### src/hw/corr_settings.svh
`ifndef CORR_SETTINGS_SVH
`define CORR_SETTINGS_SVH

// Samples carried by one word of each channel.
`define CORR_DEMUX 16
// Raw code width of one sample.
`define CORR_INBITS 3
// Signed width of one expanded sample.
`define CORR_NBITS 6

// Correlations computed per block.
`define CORR_NCORRS 4

// Width of one square of a three-sample sum.
`define CORR_SQBITS 9
// Largest square, the sum of three samples of 7 squared.
`define CORR_MAX_SQUARE 441
// Width of the total of all squares in a word.
`define CORR_SUMBITS 13
// Largest total over the 16 slots.
`define CORR_MAX_SUM 7056

// Output and pedestal width.
`define CORR_POWERBITS 12

// Clock edges from an input word to its result.
`define CORR_LATENCY 5

`endif

### src/hw/corr_pkg.sv
`include "corr_settings.svh"

package corr_pkg;

	// One raw channel word, 16 codes of 3 bits.
	typedef logic [`CORR_DEMUX*`CORR_INBITS-1:0] raw_word_t;

	// One expanded sample.
	// Always odd, between -7 and +7.
	typedef logic signed [`CORR_NBITS-1:0] corr_sample_t;

	// Expanded word.
	// Slot 15 is the earliest sample, slot 0 the latest.
	typedef corr_sample_t [`CORR_DEMUX-1:0] corr_word_t;

	// One square per slot.
	typedef logic [`CORR_DEMUX-1:0][`CORR_SQBITS-1:0] square_word_t;

	// Unsigned total of the 16 squares.
	typedef logic [`CORR_SUMBITS-1:0] power_sum_t;

	// Pedestal or clamped output.
	typedef logic [`CORR_POWERBITS-1:0] power_t;

	// Lag layout of the four correlations.
	typedef enum logic [1:0] {
		TYPE_A,
		TYPE_B,
		TYPE_C
	} corr_type_e;

endpackage

### src/hw/lag_selector.sv
`timescale 1ns/1ps
`include "corr_settings.svh"

module lag_selector
	import corr_pkg::*;
#(
	parameter corr_type_e corr_type = TYPE_A
) (
	input  logic                           clk,
	input  logic                           rst,
	input  corr_word_t                     a_corr,
	input  corr_word_t                     b_corr,
	input  corr_word_t                     c_corr,
	output corr_word_t [`CORR_NCORRS-1:0] a_lag,
	output corr_word_t [`CORR_NCORRS-1:0] b_lag,
	output corr_word_t [`CORR_NCORRS-1:0] c_lag
);

	// B lag of each correlation.
	// Packed as correlation 3 down to 0.
	localparam logic [`CORR_NCORRS-1:0][1:0] b_lags =
		(corr_type == TYPE_A) ? {2'd1, 2'd1, 2'd0, 2'd0} :
		(corr_type == TYPE_B) ? {2'd1, 2'd0, 2'd0, 2'd0} :
		                        {2'd1, 2'd1, 2'd1, 2'd0};

	// C lag of each correlation.
	localparam logic [`CORR_NCORRS-1:0][1:0] c_lags =
		(corr_type == TYPE_A) ? {2'd2, 2'd1, 2'd1, 2'd0} :
		(corr_type == TYPE_B) ? {2'd2, 2'd2, 2'd1, 2'd0} :
		                        {2'd2, 2'd1, 2'd0, 2'd0};

	// Slot 0 of the previous B word.
	corr_sample_t b_hist;
	// Slots 1 and 0 of the previous C word.
	corr_sample_t [1:0] c_hist;

	// Lagged words.
	corr_word_t b_lag1;
	corr_word_t c_lag1;
	corr_word_t c_lag2;

	// History follows the registered words every cycle.
	always_ff @(posedge clk) begin
		if (rst) begin
			b_hist <= '0;
			c_hist <= '0;
		end else begin
			b_hist <= b_corr[0];
			c_hist <= c_corr[1:0];
		end
	end

	// Slot j takes slot j+L.
	// Slots past 15 come from the previous word.
	assign b_lag1 = {b_hist, b_corr[`CORR_DEMUX-1:1]};
	assign c_lag1 = {c_hist[0], c_corr[`CORR_DEMUX-1:1]};
	// Previous slot 1 lands in slot 15, previous slot 0 in slot 14.
	assign c_lag2 = {c_hist, c_corr[`CORR_DEMUX-1:2]};

	// Route one lag per channel to each correlation.
	always_comb begin
		for (int i = 0; i < `CORR_NCORRS; i++) begin
			// A is never lagged.
			a_lag[i] = a_corr;
			// B only ever uses lag 0 or 1.
			case (b_lags[i])
				2'd0:    b_lag[i] = b_corr;
				default: b_lag[i] = b_lag1;
			endcase
			case (c_lags[i])
				2'd0:    c_lag[i] = c_corr;
				2'd1:    c_lag[i] = c_lag1;
				default: c_lag[i] = c_lag2;
			endcase
		end
	end

endmodule

### config.mk
export PLATFORM = sky130hd
export DESIGN_NAME = lag_selector
export DESIGN_NICKNAME = d
export VERILOG_FILES = /design/src/hw/corr_pkg.sv /design/src/hw/lag_selector.sv
export VERILOG_INCLUDE_DIRS = /design/src /design/src/hw
export SDC_FILE = /design/constraint.sdc
export NUM_CORES = 1
export LEC_CHECK = 0
export BUFFER_PORTS_ARGS = -buffer_cell sky130_fd_sc_hd__buf_2
export CAP_MARGIN = 20
export CORE_AREA = 3 3 553 555
export DETAILED_ROUTE_END_ITERATION = 10
export DIE_AREA = 0 0 556 558
export SYNTH_ARGS = -nofsm -noshare
export SYNTH_HDL_FRONTEND = slang
export SYNTH_SLANG_ARGS = --single-unit
### constraint.sdc
create_clock -name clk -period 0.8 [get_ports clk]
set_input_delay 0.04 -clock clk [delete_from_list [all_inputs] [get_ports clk]]
set_output_delay 0.04 -clock clk [all_outputs]
set_load 0.02 [all_outputs]
======== Word-level counts from Yosys, hierarchy flattened ========
Cells that the tools add are included.
storage, ports and cells
  register bits after elaboration ......... 18
  bits of input ports ..................... 290
  output and inout port bits .............. 1,152

======== Longest topological paths before layout ========
Gate-level depths: netlist of the first run.
  depth in word-level cells ............... 0
  mapped depth ............................ 2
  gate-level depth less buffers ........... 1

======== Worst setup path after synthesis of the first run ========
Ideal clock, no wire load.
  path kind ............................... register to output
  start ................................... reg c_hist (netlist bit c_lag[186])
  end ..................................... out c_lag[282] in the netlist's numbering
  data arrival time ....................... 617 ps
  slack ................................... 143 ps
  stages on the path, launching flop included .. 2
  buffers on the path ..................... 1
  path through ............................ dfxtp_1 buf_4
RTL lines
  what                      RTL line            RTL
  start: declaration        lag_selector.sv:35  corr_sample_t [1:0] c_hist;
  start signal: assignment  lag_selector.sv:49  c_hist <= c_corr[1:0];
  end: declaration          lag_selector.sv:16  output corr_word_t [`CORR_NCORRS-1:0] c_lag
No word-level cell between the ends.

======== Worst setup path after layout of the first run ========
  start ................................... reg c_hist (netlist bit c_lag[186])
  end ..................................... out c_lag[372] in the netlist's numbering
No word-level cell between the ends.

==> impl_metrics.toml, run 1 <==
[outcome]
outcome = "finished with violations"
violations = "setup timing"

[drt]
dr.max_layer_used = "met5"
vias = 2525
wl_met2_mm = 44.7
drt_first_pass_iters = 4
initialDrtViolationCount = 101
wl_met1_mm = 5.36
ant_nets = 0
wl_mm = 91.2
routed-wl-met3_mm = 33.1
wl_per_cell_microns = 22.1
drc = 0
routed_via_density = 0.612

[critical_path]
crit_path_max_fanout = 3
critPathBufInv = 2
cp_slowest_cell = "dfxtp_4"
path_class = "reg -> out"
cp_top_family = "flip-flops"
path_depth = 2
arrival_ns = 0.95
crit_start = "c_lag[186]$_SDFF_PP0_"
cp-end-kind = "primary output"
crit_required_ns = 0.76
critical_path.startpoint_type = "flip-flop"
cp_cell_sequence = "buf_6, buf_12"
cpPeakStageDelay_ns = 0.38

[cts]
h-tree-depth = 1
cts-root-buf = "clkbuf_16"
postCtsSetupBuffers = 0
clk_pin_slew_ns = 0.10
tritoncts = "built"
cts_made_buffers = 3
clock_path_buffers = 2
cts.sinks = 18

[logic_synthesis]
synth_top_area_share_pct = 94.6
yosys-top-cells-area = "buf_4, dfxtp_1, nor2b_1"
synth_area_sq_um = 9000
yosysWarningCount = 0
synth_area_per_cell_sq_um = 7.69
synth_seq_area_share_pct = 4.00
post-synth-top-area-cell = "buf_4"
synthCells = 1171
yosysUniqueCellTypes = 4
synth-seq-cells = 18
syn_nets = 1461

[place]
dp_hpwl_mm = 85.1
place_ws_ns = -0.0194
io_buffers = 91
place_inst = 4108
place.gp.congestion = 0.557

[timing]
finalCritPeriodShare_pct = 124
layout_min_cycle_time_ns = 0.988
tightest_slew_ns = 0.241
finalWorstSetupSlack_ns = -0.188
hold_viol = 0
slew_violations = 0
relSlewSlack_pct = 84.0
fmax_mhz = 1010
rsz0062_at_grt = "true"
setup_violations = 34

[cells_and_area]
fill_cells = 36008
multi_input_area_sq_um = 121
nets = 439
area_growth_pct = -27.7
drive_gt1_share_pct = 78.4
final-instance-count-excl-fill = 4129
seq_area_sq_um = 398

[floorplanning]
core_area_sq_um = 302000
die_h_microns = 558
die_area_sq_um = 310000
row_count = 202
die_w_microns = 556
ios = 1442
start_util_pct = 2.98

[global_routing]
grt_pass1_wl_mm = 97.3
grt_max_degree = 11
grt_antenna_before_repair = 12
grt-ovfl-total = 0
grt.total_usage_pct = 5.55
grt_pass1_vias = 2701

[pwr]
leakagePower_nw = 0.795
power_density_nw_per_um2 = 545
irDropWorstVdd_mv = 0.835

[hold_path]
min-delay-start = "rst"
holdPathStages = 3
hold_path_class = "in -> reg"

[job]
drv_cap = 0
-- cells in the mapped netlist --
| cell type | instances |
|---|---|
| nor2b_1 | 11 |
| buf_4 | 1135 |
| and2b_1 | 7 |
| dfxtp_1 | 18 |
-- area by class of cell --
cell class | instances | area share, %
Tap cell | 3978 | 76.5
Timing Repair Buffer | 108 | 14.0
Sequential cell | 18 | 6.12
Multi-Input combinational cell | 18 | 1.87
Clock buffer | 4 | 1.37
Antenna cell | 3 | 0.115
-- tightest hold or removal path, stage by stage --
cell,delay (ns)
buf_2,0.11
buf_12,0.14
nor2b_1,0.05
-- state kept, by name (all words and copies together) (netlist names) --
register  flops
b_hist        6
c_lag        12
-- worst paths after layout --
path,endpoint
setup / recovery,c_lag[372]
hold / removal,c_lag[190]$_SDFF_PP0_
-- kinds of logic (layout without fill, tap and decap cells) --
logic type    Yosys count  in the layout  share of synthesized area (%)
buf+inv              1135            112                           94.6
simple gates           18             18                           1.35
flops                  18             18                           4.00
other cells             0              3                              0
-- routing by layer --
layer	vias up	global-route usage, %
met1	577	0.907
met2	1211	9.68
li1	341	-
met4	12	4.37
met5	-	0.293
met3	384	9.24
-- per-stage QoR --
step	TNS, ns	power (mW)	hold WS [ns]	instance area, sq um	utilization, %
finish	-2.77	3.55	0.0645	6510	2.15
global route	-3.81	3.72	0.0720	6500	2.15
CTS	-4.31	3.81	0.0448	6500	2.15
detailed placement	-0.0507	1.90	0.0803	6040	2.00
global placement	-0.117	1.90	0.0803	6040	2.00
floorplan	0	9.37	0.112	9000	-
-- power breakdown --
group	switching, mW	leakage [nW]	internal (mW)	total [mW]
clock	0.793	0.0442	0.780	1.57
sequential	0.0634	0.157	0.944	1.01
combinational	0.581	0.594	0.388	0.969
total	1.44	0.795	2.11	3.55
-- cells in the final DEF, fill, tap and decap left out --
cell type	n
buf_2	56
buf_6	28
dlygate4sd3_1	14
dfxtp_2	12
nor2b_1	11
and2b_1	7
buf_12	7
dfxtp_4	6
diode_2	3
clkbuf_16	3
buf_8	2
clkbuf_8	1
buf_4	1
-- what timing repair did --
item | 4_1_cts | 5_1_grt
endpoints found under the hold margin | 14 | 0
setup endpoints to repair | 36 | 36
gates resized for setup | 86 | 0
hold buffers | 14 | 0
Power figures use the tool's default switching activity.
==> run 2, diff against run 1 <==
BUFFER_PORTS_ARGS = -buffer_cell sky130_fd_sc_hd__buf_4   (was -buffer_cell sky130_fd_sc_hd__buf_2)
==> run 2 against run 1 <==
The flow still finishes with violations (setup timing); fmax rose by 4.4%; setup slack improved by 0.042 ns; final cell count is 0.15% lower; largest power group unchanged.
==> impl_metrics.toml, run 2 (synthesis gave the netlist of run 1 again) <==
[outcome]
outcome = "finished with violations"
violations = "setup timing"

[timing]
hold_ws_ns = 0.00929
relSlewSlack_pct = 85.8
fmax_mhz = 1060
layout_min_cycle_time_ns = 0.946
rsz0062_at_grt = "true"
finalCritPeriodShare_pct = 118
setup_tns_ns = -2.11
hold_viol = 0
slew_violations = 0
tightest_slew_ns = 0.214
setup_violations = 28
finalWorstSetupSlack_ns = -0.146

[pwr]
leakagePower_nw = 0.819
power_mw = 3.43
power_density_nw_per_um2 = 521
irDropWorstVdd_mv = 0.680

[global_routing]
grt-ovfl-total = 0
grt_pass1_vias = 2730
grt.total_usage_pct = 5.48
grt_pass1_wl_mm = 96.5
grt_max_degree = 11
grt_antenna_before_repair = 4

[drt]
vias = 2436
wl_per_cell_microns = 21.9
drc = 0
ant_nets = 0
initialDrtViolationCount = 86
drt_first_pass_iters = 4
wl_mm = 90.1
routed_via_density = 0.591

[critical_path]
cp_cell_sequence = "buf_6, buf_6"
path_common_cell = "buf_6"
cp_slowest_cell = "dfxtp_2"
crit_path_max_fanout = 2
cp-end-kind = "primary output"
critical_path.startpoint_type = "flip-flop"
crit_required_ns = 0.76
path_class = "reg -> out"
critPathBufInv = 2
arrival_ns = 0.91
cp_top_family = "flip-flops"
cpPeakStageDelay_ns = 0.35

[cts]
postCtsSetupBuffers = 0
clock_path_buffers = 2
tritoncts = "built"
cts.sinks = 18
cts_made_buffers = 3
cts-root-buf = "clkbuf_16"
clk_pin_slew_ns = 0.08
h-tree-depth = 1

[cells_and_area]
area_growth_pct = -26.9
nets = 435
fill_cells = 36034
mostFrequentLayoutCells = "buf_4, buf_6, dfxtp_2, nor2b_1, dlygate4sd3_1"
design_area_sq_um = 6580
drive_gt1_share_pct = 80.6
multi_input_area_sq_um = 121
final-instance-count-excl-fill = 4123
final_common_cell = "buf_4"
largest_reg_flops = 12
seq_area_sq_um = 395
final_core_util_pct = 2.18

[place]
place.gp.congestion = 0.542
io_buffers = 91
dp_hpwl_mm = 84.3
place_ws_ns = -0.0327
place_inst = 4108
dpl_cell_area_sq_um = 6180

[floorplanning]
die_h_microns = 558
start_util_pct = 2.98
row_count = 202
die_w_microns = 556
die_area_sq_um = 310000
core_area_sq_um = 302000
ios = 1442

[hold_path]
hold_path_class = "in -> reg"

[job]
drv_cap = 0
-- run 2: cell types whose count changed in the layout (fill, tap and decap cells not counted), sizes merged --
cell         before  now
diode             3    1
dlygate4sd3      14   10
-- run 2: worst paths after layout --
| kind | start | slack, ns | depth (start not counted) | to |
|---|---|---|---|---|
| max | c_lag[188]$_SDFF_PP0_ | -0.15 | 2 | c_lag[284] |
| min | c_corr[3] | 0.009 | 2 | c_lag[189]$_SDFF_PP0_ |
-- run 2: report_power, final --
group	switching [mW]	leakage [nW]	internal, mW
sequential	0.0629	0.156	0.945
clock	0.636	0.0442	0.773
combinational	0.565	0.618	0.443
-- run 2: timing repair --
item                       4_1_cts  5_1_grt
setup endpoints to repair       36       36
gates resized for setup         68        0
pin swaps                        0        0
hold buffers                    10        0
hold endpoints to repair        10        0
-- run 2: layout make-up --
class                      count  area share [%]
multi-input combinational     18            1.85
antenna                        1          0.0381
timing repair buffer         104            15.1
tap                         3978            75.7
clock buffer                   4            1.35
sequential                    18            6.01
-- run 2: per-layer routing --
| layer | vias up | track usage, % | wire length [microns] |
|---|---|---|---|
| li1 | 327 | - | - |
| met1 | 551 | 0.994 | 5900 |
| met2 | 1212 | 9.61 | 44400 |
| met3 | 344 | 9.02 | 32300 |
| met4 | 2 | 4.09 | 7590 |
| met5 | - | 0.262 | 10 |
==> run 3, diff against run 2 <==
CORE_AREA = 3 3 568 570   (was 3 3 553 555)
DIE_AREA = 0 0 571 573   (was 0 0 556 558)
SKIP_CTS_REPAIR_TIMING = 1   (was default)
clock period = 1.1 ns   (was 0.8 ns; I/O delays follow)
==> run 3 against run 2 <==
The flow finishes with violations (hold timing); largest cell class unchanged; clock power shrank 27%; total power shrank 31%; worst hold slack lost 0.022 ns; critical path depth grew 1; sequential power shrank 30%; via count shrank 2.9%; setup slack gained 0.22 ns; sequential share of layout area shrank 0.49 points; first-iteration DRC count grew 9.3%; wire length shrank 16%.
==> impl_metrics.toml, run 3 (synthesis gave the netlist of run 1 again) <==
[outcome]
outcome = "finished with violations"
violations = "hold timing"

[floorplanning]
core_area_sq_um = 318000
die_w_microns = 571
die_h_microns = 573
ios = 1442
die_area_sq_um = 327000
start_util_pct = 2.83
row_count = 207

[drt]
routed_via_density = 0.548
wl_per_cell_microns = 17.5
drt_first_pass_iters = 4
vias = 2365
ant_nets = 0
drc = 0
initialDrtViolationCount = 94
wl_mm = 75.6

[timing]
layout_min_cycle_time_ns = 1.02
setup_violations = 0
relSlewSlack_pct = 76.4
tightest_slew_ns = 0.354
finalCritPeriodShare_pct = 93.0
rsz0062_at_grt = "false"
fmax_mhz = 978
hold_viol = 1
hold_ws_ns = -0.0123
slew_violations = 0
setup_tns_ns = 0

[cells_and_area]
nets = 425
drive_gt1_share_pct = 70.9
mostFrequentLayoutCells = "buf_4, dfxtp_1, nor2b_1, and2b_1"
design_area_sq_um = 6520
largest_reg_flops = 12
fill_cells = 37907
area_growth_pct = -27.6
final_core_util_pct = 2.05
final_common_cell = "buf_4"

[critical_path]
crit_start = "c_corr[4]"
critical_path.startpoint_type = "input pin"
cp_top_family = "buffers and inverters"
cp-end-kind = "primary output"
path_depth = 3
critPathCapture = "c_lag[4]"
path_class = "in -> out"
cp_slowest_cell = "dlygate4sd3_1"
cpPeakStageDelay_ns = 0.56
crit_required_ns = 1.04
crit_path_max_fanout = 2
critPathBufInv = 3
path_common_cell = "buf_4"
cp_cell_sequence = "dlygate4sd3_1, buf_4, buf_4"
arrival_ns = 0.97

[global_routing]
grt_antenna_before_repair = 5
grt_max_degree = 19
grt_pass1_wl_mm = 81.5
grt_pass1_vias = 2585
grt-ovfl-total = 0
grt.total_usage_pct = 4.36

[cts]
h-tree-depth = 1
cts-root-buf = "clkbuf_16"
cts.sinks = 18
clk_pin_slew_ns = 0.07
tritoncts = "built"
cts_made_buffers = 3
clock_path_buffers = 2

[place]
dpl_cell_area_sq_um = 6390
place.gp.congestion = 0.537
io_buffers = 91
dp_hpwl_mm = 70.1

[pwr]
irDropWorstVdd_mv = 0.518
power_density_nw_per_um2 = 365
power_mw = 2.38
leakagePower_nw = 0.717

[job]
drv_cap = 0

[hold_path]
hold_path_class = "in -> reg"
==> run 3: report_power, final <==
part           internal (mW)  switching (mW)  total, mW
Sequential             0.687          0.0255      0.712
Combinational          0.237           0.402      0.639
Clock                  0.563           0.465       1.03
Total                   1.49           0.893       2.38
==> run 3: metal layers <==
metal | track usage, % | vias up | wire length, microns | part of all wire [%]
li1 | - | 311 | - | -
met1 | 0.995 | 598 | 6070 | 8.0
met2 | 7.49 | 1039 | 36500 | 48
met3 | 6.42 | 417 | 25000 | 33
met4 | 4.18 | 0 | 8070 | 11
met5 | 0.162 | - | 0 | 0
==> run 3: cell type report <==
type                            count  area [sq um]  area share, %
Tap cell                         4180          5230           80.2
Timing Repair Buffer               94           713           10.9
Sequential cell                    18           360           5.53
Multi-Input combinational cell     18           121           1.86
Clock buffer                        4          88.8           1.36
Antenna cell                        3          7.51          0.115
==> run 3: worst min-delay path by stage <==
stage                    start  slack (ns)                     to  cells after the start
floorplan                  rst        0.13   b_hist[3]$_SDFF_PP0_                      1
global placement    a_corr[67]        0.11             a_lag[259]                      0
detailed placement  a_corr[67]        0.11             a_lag[259]                      0
CTS                  c_corr[5]       -0.04  c_lag[191]$_SDFF_PP0_                      2
global route         b_corr[3]      0.0001   b_hist[3]$_SDFF_PP0_                      2
finish               c_corr[5]       -0.01  c_lag[191]$_SDFF_PP0_                      2
==> run 3: through the flow <==
step | setup WS (ns) | cells | hold WS [ns]
2_1_floorplan | 0.428 | 1171 | 0.127
3_3_place_gp | 0.342 | 4307 | 0.110
3_5_place_dp | 0.341 | 4307 | 0.110
4_1_cts | 0.0400 | 4311 | -0.0381
5_1_grt | 0.0368 | 4316 | 0.000108
6_report | 0.0772 | 4317 | -0.0123
